`src/srio_req_pkg.sv`:
```
package srio_req_pkg;

    // Packet format and transaction types
    localparam logic [3:0] FTYPE_DOORBELL = 4'hA;
    localparam logic [3:0] FTYPE_NWRITE   = 4'h5;
    localparam logic [3:0] TTYPE_NWRITE   = 4'h4;
    localparam logic [1:0] REQ_PRIO       = 2'd1;

    // Doorbell info codes
    localparam logic [15:0] INFO_TARGET_READY = 16'h0100;
    localparam logic [15:0] INFO_TARGET_BUSY  = 16'h01FF;
    localparam logic [15:0] INFO_SELF_CHECK   = 16'h0101;
    localparam logic [15:0] INFO_INTEG_BASE   = 16'h0200;

    // Target 1 sits 1 MiB above target 0
    localparam int TARGET_STRIDE_SHIFT = 20;

    typedef enum logic [2:0] {
        IDLE,
        DB_REQ,
        DB_RESP,
        NWR,
        INTEG_DB_REQ,
        WAIT_ACK
    } ctrl_state_e;

    typedef enum logic [1:0] {
        REQ_SELF_DB,
        REQ_NWR,
        REQ_INTEG_DB
    } ireq_kind_e;

    typedef enum logic [1:0] {
        ERR_NONE          = 2'd0,
        ERR_DB_NO_RESP    = 2'd1,
        ERR_INTEG_NO_RESP = 2'd2
    } err_type_e;

endpackage

```
`src/user_data_fifo.sv`:
```
`timescale 1ns/1ps
module user_data_fifo #(
    parameter int FIFO_DEPTH = 32
) (
    input  logic        log_clk,
    input  logic        log_rst,
    input  logic        wr_valid_i,
    input  logic [63:0] wr_data_i,
    input  logic [7:0]  wr_keep_i,
    input  logic        wr_last_i,
    input  logic        rd_pop_i,
    output logic        wr_ready_o,
    output logic [63:0] rd_data_o,
    output logic [7:0]  rd_keep_o,
    output logic        rd_last_o,
    output logic        rd_empty_o
);
    localparam int AW = $clog2(FIFO_DEPTH);

    logic [63:0] data_mem [FIFO_DEPTH];
    logic [7:0]  keep_mem [FIFO_DEPTH];
    logic        last_mem [FIFO_DEPTH];
    logic [AW-1:0] wr_ptr;
    logic [AW-1:0] rd_ptr;
    logic [AW:0]   count;
    logic          full;
    logic          push;

    assign full       = (count == FIFO_DEPTH[AW:0]);
    assign rd_empty_o = (count == '0);
    // A full FIFO still takes a beat when one leaves in the same cycle
    assign wr_ready_o = !full || rd_pop_i;
    assign push       = wr_valid_i && wr_ready_o;

    // Show-ahead read port
    assign rd_data_o = data_mem[rd_ptr];
    assign rd_keep_o = keep_mem[rd_ptr];
    assign rd_last_o = last_mem[rd_ptr];

    always_ff @(posedge log_clk or posedge log_rst) begin
        if (log_rst) begin
            wr_ptr <= '0;
            rd_ptr <= '0;
            count  <= '0;
        end else begin
            if (push) wr_ptr <= wr_ptr + 1'b1;
            if (rd_pop_i) rd_ptr <= rd_ptr + 1'b1;
            case ({push, rd_pop_i})
                2'b10:   count <= count + 1'b1;
                2'b01:   count <= count - 1'b1;
                default: count <= count;
            endcase
        end
    end

    always_ff @(posedge log_clk) begin
        if (push) begin
            data_mem[wr_ptr] <= wr_data_i;
            keep_mem[wr_ptr] <= wr_keep_i;
            last_mem[wr_ptr] <= wr_last_i;
        end
    end

endmodule

```
`src/iresp_decoder.sv`:
```
`timescale 1ns/1ps
module iresp_decoder (
    input  logic        log_clk,
    input  logic        log_rst,
    input  logic [15:0] target_id_i,
    input  logic        iresp_tvalid_i,
    input  logic [63:0] iresp_tdata_i,
    input  logic [31:0] iresp_tuser_i,
    output logic        rsp_ready_o,
    output logic        rsp_busy_o,
    output logic        rsp_confirm_o,
    output logic        target_sel_o,
    output logic [15:0] integ_info_o
);
    import srio_req_pkg::*;

    logic [3:0]  rsp_ftype;
    logic [15:0] rsp_src_id;
    logic [15:0] rsp_info;
    logic        rsp_hit;

    assign rsp_ftype  = iresp_tdata_i[55:52];
    assign rsp_info   = iresp_tdata_i[31:16];
    assign rsp_src_id = iresp_tuser_i[31:16];

    // Only doorbells from the selected remote endpoint count
    assign rsp_hit = iresp_tvalid_i && (rsp_ftype == FTYPE_DOORBELL) &&
                     (rsp_src_id == target_id_i);

    assign rsp_ready_o   = rsp_hit && (rsp_info == INFO_TARGET_READY);
    assign rsp_busy_o    = rsp_hit && (rsp_info == INFO_TARGET_BUSY);
    assign rsp_confirm_o = rsp_hit && (rsp_info == integ_info_o);

    // Target 0 expects 0x0201, target 1 expects 0x0200
    assign integ_info_o = INFO_INTEG_BASE | {15'd0, !target_sel_o};

    always_ff @(posedge log_clk or posedge log_rst) begin
        if (log_rst) begin
            target_sel_o <= 1'b0;
        end else if (rsp_confirm_o) begin
            target_sel_o <= !target_sel_o;
        end
    end

endmodule

```
`src/ireq_builder.sv`:
```
`timescale 1ns/1ps
module ireq_builder (
    input  logic                     log_clk,
    input  logic                     log_rst,
    input  logic                     req_start_i,
    input  srio_req_pkg::ireq_kind_e req_kind_i,
    input  logic [15:0]              src_id_i,
    input  logic [15:0]              des_id_i,
    input  logic                     target_sel_i,
    input  logic [15:0]              integ_info_i,
    input  logic                     ireq_tready_i,
    input  logic [63:0]              fifo_data_i,
    input  logic [7:0]               fifo_keep_i,
    input  logic                     fifo_last_i,
    input  logic                     fifo_empty_i,
    output logic                     req_done_o,
    output logic                     fifo_pop_o,
    output logic                     ireq_tvalid_o,
    output logic [63:0]              ireq_tdata_o,
    output logic [7:0]               ireq_tkeep_o,
    output logic                     ireq_tlast_o,
    output logic [31:0]              ireq_tuser_o
);
    import srio_req_pkg::*;

    logic        slot_free;
    logic        nwr_start;
    logic        db_start;
    logic        nwr_active;
    logic        hdr_pending;
    logic        hdr_now;
    logic [15:0] db_info;
    logic [63:0] db_beat;
    logic [63:0] nwr_hdr;

    // Output register is empty or hands its beat over this cycle
    assign slot_free = !ireq_tvalid_o || ireq_tready_i;
    assign nwr_start = req_start_i && (req_kind_i == REQ_NWR);
    assign db_start  = req_start_i && (req_kind_i != REQ_NWR);
    assign hdr_now   = hdr_pending || nwr_start;

    assign db_info = (req_kind_i == REQ_INTEG_DB) ? integ_info_i : INFO_SELF_CHECK;

    // Doorbell: tid, ftype, rsvd, prio, crf, rsvd, info, rsvd
    assign db_beat = {8'h00, FTYPE_DOORBELL, 4'h0, 1'b0, REQ_PRIO, 1'b0, 12'h000,
                      db_info, 16'h0000};

    // NWRITE header, size comes from the descriptor beat
    assign nwr_hdr = {7'h00, target_sel_i, FTYPE_NWRITE, TTYPE_NWRITE, 1'b0, REQ_PRIO, 1'b0,
                      fifo_data_i[7:0], 2'b00, {33'd0, target_sel_i} << TARGET_STRIDE_SHIFT};

    assign fifo_pop_o   = (nwr_active || nwr_start) && slot_free && !fifo_empty_i;
    assign req_done_o   = ireq_tvalid_o && ireq_tready_i && ireq_tlast_o;
    assign ireq_tuser_o = {src_id_i, des_id_i};

    always_ff @(posedge log_clk or posedge log_rst) begin
        if (log_rst) begin
            nwr_active    <= 1'b0;
            hdr_pending   <= 1'b0;
            ireq_tvalid_o <= 1'b0;
            ireq_tlast_o  <= 1'b0;
        end else begin
            if (nwr_start) begin
                nwr_active  <= 1'b1;
                hdr_pending <= 1'b1;
            end
            if (fifo_pop_o) begin
                ireq_tvalid_o <= 1'b1;
                ireq_tlast_o  <= fifo_last_i;
                hdr_pending   <= 1'b0;
                nwr_active    <= !fifo_last_i;
            end else if (db_start) begin
                ireq_tvalid_o <= 1'b1;
                ireq_tlast_o  <= 1'b1;
            end else if (slot_free) begin
                ireq_tvalid_o <= 1'b0;
                ireq_tlast_o  <= 1'b0;
            end
        end
    end

    always_ff @(posedge log_clk) begin
        if (fifo_pop_o) begin
            ireq_tdata_o <= hdr_now ? nwr_hdr : fifo_data_i;
            ireq_tkeep_o <= hdr_now ? 8'hFF : fifo_keep_i;
        end else if (db_start) begin
            ireq_tdata_o <= db_beat;
            ireq_tkeep_o <= 8'hFF;
        end
    end

endmodule

```
`src/req_ctrl_fsm.sv`:
```
`timescale 1ns/1ps
module req_ctrl_fsm #(
    parameter int TIMEOUT_CYCLES = 1024
) (
    input  logic                     log_clk,
    input  logic                     log_rst,
    input  logic                     self_check_i,
    input  logic                     nwr_req_i,
    input  logic                     link_initialized_i,
    input  logic                     req_done_i,
    input  logic                     rsp_ready_i,
    input  logic                     rsp_busy_i,
    input  logic                     rsp_confirm_i,
    output logic                     req_start_o,
    output srio_req_pkg::ireq_kind_e req_kind_o,
    output logic                     rapidio_ready_o,
    output logic                     nwr_ready_o,
    output logic                     nwr_busy_o,
    output logic                     nwr_ack_done_o,
    output logic                     error_o,
    output srio_req_pkg::err_type_e  error_type_o
);
    import srio_req_pkg::*;

    localparam int CNT_W = $clog2(TIMEOUT_CYCLES + 1);

    ctrl_state_e      state;
    ctrl_state_e      state_next;
    logic [CNT_W-1:0] wait_cnt;
    logic             wait_state;
    logic             cnt_expired;
    logic             db_timeout;
    logic             ack_timeout;

    assign wait_state  = (state == DB_RESP) || (state == WAIT_ACK);
    assign cnt_expired = (wait_cnt == CNT_W'(TIMEOUT_CYCLES));

    // A response arriving in the last cycle still wins over the timeout
    assign db_timeout  = (state == DB_RESP) && cnt_expired && !rsp_ready_i && !rsp_busy_i;
    assign ack_timeout = (state == WAIT_ACK) && cnt_expired && !rsp_confirm_i;

    assign error_o      = db_timeout || ack_timeout;
    assign error_type_o = db_timeout  ? ERR_DB_NO_RESP :
                          ack_timeout ? ERR_INTEG_NO_RESP : ERR_NONE;

    // Link is held busy while a request is on the wire
    assign rapidio_ready_o = !((state == DB_REQ) || (state == NWR) || (state == INTEG_DB_REQ));

    always_comb begin
        state_next = state;
        case (state)
            IDLE: begin
                if (link_initialized_i && self_check_i) begin
                    state_next = DB_REQ;
                end else if (link_initialized_i && nwr_req_i) begin
                    state_next = NWR;
                end
            end
            DB_REQ: if (req_done_i) state_next = DB_RESP;
            DB_RESP: begin
                if (rsp_ready_i || rsp_busy_i || db_timeout) begin
                    state_next = IDLE;
                end
            end
            NWR: if (req_done_i) state_next = INTEG_DB_REQ;
            INTEG_DB_REQ: if (req_done_i) state_next = WAIT_ACK;
            WAIT_ACK: if (rsp_confirm_i || ack_timeout) state_next = IDLE;
            default: state_next = IDLE;
        endcase
    end

    always_ff @(posedge log_clk or posedge log_rst) begin
        if (log_rst) begin
            state          <= IDLE;
            wait_cnt       <= '0;
            req_start_o    <= 1'b0;
            req_kind_o     <= REQ_SELF_DB;
            nwr_ready_o    <= 1'b0;
            nwr_busy_o     <= 1'b0;
            nwr_ack_done_o <= 1'b0;
        end else begin
            state <= state_next;

            // Counter runs only while waiting for a response
            wait_cnt <= wait_state ? wait_cnt + 1'b1 : '0;

            req_start_o <= 1'b0;
            if (state == IDLE && state_next == DB_REQ) begin
                req_start_o <= 1'b1;
                req_kind_o  <= REQ_SELF_DB;
            end else if (state == IDLE && state_next == NWR) begin
                req_start_o <= 1'b1;
                req_kind_o  <= REQ_NWR;
            end else if (state == NWR && state_next == INTEG_DB_REQ) begin
                req_start_o <= 1'b1;
                req_kind_o  <= REQ_INTEG_DB;
            end

            if (state == DB_RESP && rsp_ready_i) begin
                nwr_ready_o <= 1'b1;
                nwr_busy_o  <= 1'b0;
            end else if (state == DB_RESP && rsp_busy_i) begin
                nwr_ready_o <= 1'b0;
                nwr_busy_o  <= 1'b1;
            end else if (error_o || (state == IDLE && state_next == NWR)) begin
                nwr_ready_o <= 1'b0;
            end

            nwr_ack_done_o <= (state == WAIT_ACK) && rsp_confirm_i;
        end
    end

endmodule

```
`src/db_req_top.sv`:
```
`timescale 1ns/1ps
module db_req_top #(
    parameter int TIMEOUT_CYCLES = 1024,
    parameter int FIFO_DEPTH     = 32
) (
    input  logic                    log_clk,
    input  logic                    log_rst,

    input  logic [15:0]             src_id_i,
    input  logic [15:0]             des_id_i,
    input  logic [15:0]             target_id_i,

    input  logic                    self_check_i,
    input  logic                    nwr_req_i,
    input  logic                    link_initialized_i,

    output logic                    rapidio_ready_o,
    output logic                    nwr_ready_o,
    output logic                    nwr_busy_o,
    output logic                    nwr_ack_done_o,
    output logic                    error_o,
    output srio_req_pkg::err_type_e error_type_o,

    // User payload stream
    input  logic                    user_tvalid_i,
    output logic                    user_tready_o,
    input  logic [63:0]             user_tdata_i,
    input  logic [7:0]              user_tkeep_i,
    input  logic                    user_tlast_i,

    // Request stream to the core
    output logic                    ireq_tvalid_o,
    input  logic                    ireq_tready_i,
    output logic [63:0]             ireq_tdata_o,
    output logic [7:0]              ireq_tkeep_o,
    output logic                    ireq_tlast_o,
    output logic [31:0]             ireq_tuser_o,

    // Response stream, always accepted
    input  logic                    iresp_tvalid_i,
    input  logic [63:0]             iresp_tdata_i,
    input  logic [31:0]             iresp_tuser_i
);
    import srio_req_pkg::*;

    logic        req_start;
    ireq_kind_e  req_kind;
    logic        req_done;
    logic        rsp_ready;
    logic        rsp_busy;
    logic        rsp_confirm;
    logic        target_sel;
    logic [15:0] integ_info;
    logic        fifo_pop;
    logic [63:0] fifo_data;
    logic [7:0]  fifo_keep;
    logic        fifo_last;
    logic        fifo_empty;

    req_ctrl_fsm #(
        .TIMEOUT_CYCLES(TIMEOUT_CYCLES)
    ) u_ctrl (
        .log_clk           (log_clk),
        .log_rst           (log_rst),
        .self_check_i      (self_check_i),
        .nwr_req_i         (nwr_req_i),
        .link_initialized_i(link_initialized_i),
        .req_done_i        (req_done),
        .rsp_ready_i       (rsp_ready),
        .rsp_busy_i        (rsp_busy),
        .rsp_confirm_i     (rsp_confirm),
        .req_start_o       (req_start),
        .req_kind_o        (req_kind),
        .rapidio_ready_o   (rapidio_ready_o),
        .nwr_ready_o       (nwr_ready_o),
        .nwr_busy_o        (nwr_busy_o),
        .nwr_ack_done_o    (nwr_ack_done_o),
        .error_o           (error_o),
        .error_type_o      (error_type_o)
    );

    ireq_builder u_build (
        .log_clk      (log_clk),
        .log_rst      (log_rst),
        .req_start_i  (req_start),
        .req_kind_i   (req_kind),
        .src_id_i     (src_id_i),
        .des_id_i     (des_id_i),
        .target_sel_i (target_sel),
        .integ_info_i (integ_info),
        .ireq_tready_i(ireq_tready_i),
        .fifo_data_i  (fifo_data),
        .fifo_keep_i  (fifo_keep),
        .fifo_last_i  (fifo_last),
        .fifo_empty_i (fifo_empty),
        .req_done_o   (req_done),
        .fifo_pop_o   (fifo_pop),
        .ireq_tvalid_o(ireq_tvalid_o),
        .ireq_tdata_o (ireq_tdata_o),
        .ireq_tkeep_o (ireq_tkeep_o),
        .ireq_tlast_o (ireq_tlast_o),
        .ireq_tuser_o (ireq_tuser_o)
    );

    user_data_fifo #(
        .FIFO_DEPTH(FIFO_DEPTH)
    ) u_fifo (
        .log_clk   (log_clk),
        .log_rst   (log_rst),
        .wr_valid_i(user_tvalid_i),
        .wr_data_i (user_tdata_i),
        .wr_keep_i (user_tkeep_i),
        .wr_last_i (user_tlast_i),
        .rd_pop_i  (fifo_pop),
        .wr_ready_o(user_tready_o),
        .rd_data_o (fifo_data),
        .rd_keep_o (fifo_keep),
        .rd_last_o (fifo_last),
        .rd_empty_o(fifo_empty)
    );

    iresp_decoder u_resp (
        .log_clk       (log_clk),
        .log_rst       (log_rst),
        .target_id_i   (target_id_i),
        .iresp_tvalid_i(iresp_tvalid_i),
        .iresp_tdata_i (iresp_tdata_i),
        .iresp_tuser_i (iresp_tuser_i),
        .rsp_ready_o   (rsp_ready),
        .rsp_busy_o    (rsp_busy),
        .rsp_confirm_o (rsp_confirm),
        .target_sel_o  (target_sel),
        .integ_info_o  (integ_info)
    );

endmodule

```
`config.mk`:
```
export PLATFORM = sky130hd
export DESIGN_NAME = db_req_top
export DESIGN_NICKNAME = d
export VERILOG_FILES = /design/src/srio_req_pkg.sv /design/src/user_data_fifo.sv /design/src/iresp_decoder.sv /design/src/ireq_builder.sv /design/src/req_ctrl_fsm.sv /design/src/db_req_top.sv
export SDC_FILE = /design/constraint.sdc
export NUM_CORES = 2
export LEC_CHECK = 0
export BUFFER_PORTS_ARGS = -buffer_cell sky130_fd_sc_hd__clkbuf_2
export CORE_MARGIN = 5
export CORE_UTILIZATION = 61
export DETAILED_ROUTE_END_ITERATION = 10
export PLACE_DENSITY = 0.87
export SETUP_SLACK_MARGIN = 0.5
export SYNTH_ARGS = -nofsm -noshare
export SYNTH_HDL_FRONTEND = slang
export SYNTH_SLANG_ARGS = --single-unit
```
`constraint.sdc`:
```
create_clock -name log_clk -period 6 [get_ports log_clk]
set_input_delay 0 -clock log_clk [delete_from_list [all_inputs] [get_ports log_clk]]
set_output_delay 0 -clock log_clk [all_outputs]
set_load 0.01 [all_outputs]
```
==> impl_metrics.toml <==
[outcome]
outcome = "completed"

[cts]
htreeDepth = 4
cts_root_buf = "clkbuf_16"
hold_buffers = 101
cts_resized = 0
tritoncts = "built"
clk-insertion-delay-late_ns = 0.87
cts_buffers = 222
clkTransAtPathRegs_ns = 0.07
clock_path_buffers = 3
cts_setup_buffers = 0
cts_sinks = 2449

[grt]
grt_start_max_net_pins = 143
grt_pass1_vias = 49600
gr-total-overflow = 0
grt_use_total_pct = 34.0
grt_pass1_wl_um = 384000
antenna_found_initial = 16

[drt]
drc = 0
drtIter0Drc = 9031
via_per_inst = 7.50
wire_per_inst_um = 41.9
dr.pass1.iters = 6
vias = 48900
ant_nets = 0
wirelength_um = 273000

[synthesis]
synth.cell_area_mm2 = 0.0936
ys_seq_elements = 2449
async_flop_share_pct = 1.67
synth.net_count = 4100
ys_dominant_reg_cell = "edfxtp_1"
syn_inst = 3863
syn_avg_cell_area_um2 = 24.2
synth_edf_count = 2408
yosys_warnings = 0
synth.distinct_cells = 53
synth.yosys.seq_area_share_pct = 78.3

[timing]
setup_viol = 0
fin_skew_ns = 0.0373
final_max_slew_viol_count = 0
finalSetupTns_ns = 0
period_minus_slack_ns = 4.87
max_freq_mhz = 206
final.setup.worst_slack_ns = 1.13
timing.hold.ws_ns = 0.00000389
slew_headroom_pct = 14.9
period_share_pct = 81.1
tightest_slew_ns = 1.28
rsz0062_at_grt = "false"
hold_violations = 0

[layout]
multi_input_area_mm2 = 0.0194
fillers = 7921
final_core_util_pct = 69.4
stdcell_count = 6516
final_cell_mix = "edfxtp_1 (2408), mux4_2 (711), clkbuf_16 (227), clkbuf_2 (214), dlygate4sd3_1 (101)"
syn_to_final_growth_pct = 12.9
regArea_mm2 = 0.0734
final_nets = 4533
final_common_cell = "edfxtp_1"
drive_above_1_share_pct = 31.3

[critical_path]
critPathKind = "reg2reg"
cp.required_ns = 6.48
critPathMaxFanout = 33
crit_arrival_ns = 5.34
worstSetupEndpointType = "flop"
cp-start-kind = "flop"

[min_path]
hold_class = "in2out"

[floorplanning]
dieWidth_um = 402
die_h_um = 402
pin_count = 339
core_mm2 = 0.152
dieArea_mm2 = 0.161
rows = 143
start_util_pct = 61.5

[power]
power_frac_comb_pct = 27.5
p_leak_nw = 33.3
swShare_pct = 30.5
power.density_mw_per_mm2 = 463
internal_power_mw = 34.1
irDropWorstVdd_uv = 487
p_switching_mw = 14.9
pwr-share-seq_pct = 43.2
clkPwrFrac_pct = 29.3

[place]
hpwl_um = 129000
gp_congestion = 0.805
port_buffers = 214
place_inst = 6001
post-place-ws_ns = 1.04

[flow_run]
drv_cap = 0
-- state kept, by name, indices dropped and copies added (netlist names) --
register and cells:
u_fifo.data_mem 2048, u_fifo.keep_mem 256, u_build.ireq_tdata_o 64, u_fifo.last_mem 32
u_ctrl.wait_cnt 11, u_build.ireq_tkeep_o 8, u_fifo.count 6, u_fifo.rd_ptr 5
u_fifo.wr_ptr 5, u_ctrl.state 3, u_ctrl.req_kind_o 2, u_build.hdr_pending 1
u_build.ireq_tlast_o 1, u_build.ireq_tvalid_o 1, u_build.nwr_active 1, u_ctrl.nwr_ack_done_o 1
u_ctrl.nwr_busy_o 1, u_ctrl.nwr_ready_o 1, u_ctrl.req_start_o 1, u_resp.target_sel_o 1
-- power by group through the flow --
stage	clock network [mW]	registers, mW	logic (mW)
6_report	14.4	21.2	13.5
5_1_grt	15.2	21.2	13.9
4_1_cts	14.4	21.1	13.4
3_5_place_dp	0	21.3	12.6
3_3_place_gp	0	21.2	12.1
2_1_floorplan	0	21.0	8.95
-- per-stage QoR --
stage / power [mW] / instance area (um^2)
floorplan: 30.0 / 93600
global placement: 33.3 / 97600
detailed placement: 34.0 / 97600
CTS: 48.9 / 106000
global route: 50.3 / 106000
finish: 49.0 / 106000
-- cells by family (layout without fill, tap and decap cells) --
| family | count (synthesis) | in the layout | synth area share (%) |
|---|---|---|---|
| muxes | 798 | 798 | 18.0 |
| AOI/OAI and AO/OA | 88 | 88 | 0.632 |
| buffers and inverters | 239 | 852 | 1.31 |
| adders and majority gates | 12 | 12 | 0.168 |
| and+or+nand+nor | 237 | 237 | 1.18 |
| xor gates and xnor gates | 40 | 40 | 0.374 |
| other | 0 | 10 | 0 |
| DFF | 2449 | 2449 | 78.3 |
-- cells in the mapped netlist, types with 2 or more instances --
cell	n	share of area, %
a211oi_1	21	0.17
a21o_1	3	0.024
a21oi_1	14	0.075
a22oi_1	17	0.14
a31o_2	2	0.019
a31oi_1	2	0.013
and3_1	7	0.047
and3b_1	2	0.019
buf_1	15	0.060
buf_2	62	0.33
buf_4	52	0.42
buf_6	7	0.084
clkbuf_1	86	0.34
dfrtp_1	41	1.1
edfxtp_1	2408	77
ha_1	11	0.15
inv_1	17	0.068
mux2_2	2	0.024
mux2i_1	85	0.91
mux4_2	711	17
nand2_1	43	0.17
nand2b_1	3	0.020
nand3_1	12	0.064
nand3b_1	2	0.016
nand4_1	6	0.040
nor2_1	121	0.49
nor2b_1	14	0.094
nor3_1	2	0.011
nor4_1	3	0.020
nor4b_1	2	0.019
o21a_1	2	0.016
o21ai_0	14	0.075
o22ai_1	6	0.040
or2_2	3	0.020
or3_1	2	0.013
or3b_2	3	0.028
or4_1	6	0.048
xnor2_1	20	0.19
xor2_1	20	0.19
-- final cells by class --
type | instances | area share (%)
diodes | 10 | 0.0237
clock buffers | 271 | 5.53
clock inverters | 133 | 1.20
inverters | 17 | 0.0603
multi-input cells | 1175 | 18.3
flip-flops and latches | 2449 | 69.4
well taps | 2030 | 2.40
repair buffers | 431 | 3.11
-- worst max-delay path: stages (launching register included) --
cell     delay, ns
dfrtp_1       0.38
and3b_1       0.31
o21ai_0       0.22
a31oi_2       0.85
nand2_1       0.83
nor2_4        1.02
buf_4         0.80
-- worst paths after layout --
path                                            from                     end  slack, ns  cells after the start
worst max-delay path            u_ctrl.req_kind_o[1]  u_fifo.data_mem[24][1]       1.13                      6
worst min-delay path                     des_id_i[1]         ireq_tuser_o[1]   0.000004                      0
worst max register to register  u_ctrl.req_kind_o[1]  u_fifo.data_mem[24][1]       1.13                      6
worst min register to register     u_ctrl.nwr_busy_o       u_ctrl.nwr_busy_o       0.50                      1
max in group asynchronous                    log_rst        u_fifo.rd_ptr[2]       5.15                      5
min in group asynchronous                    log_rst   u_ctrl.nwr_ack_done_o       0.39                      5
-- metal layers --
layer,vias to the layer above,routed length (um),global-route usage (%)
met3,1111,34900,7.96
met1,25100,83100,42.7
met4,14,19300,19.2
met2,5322,136000,55.6
met5,-,98,0
li1,17400,-,-
Power figures use the tool's default switching activity.
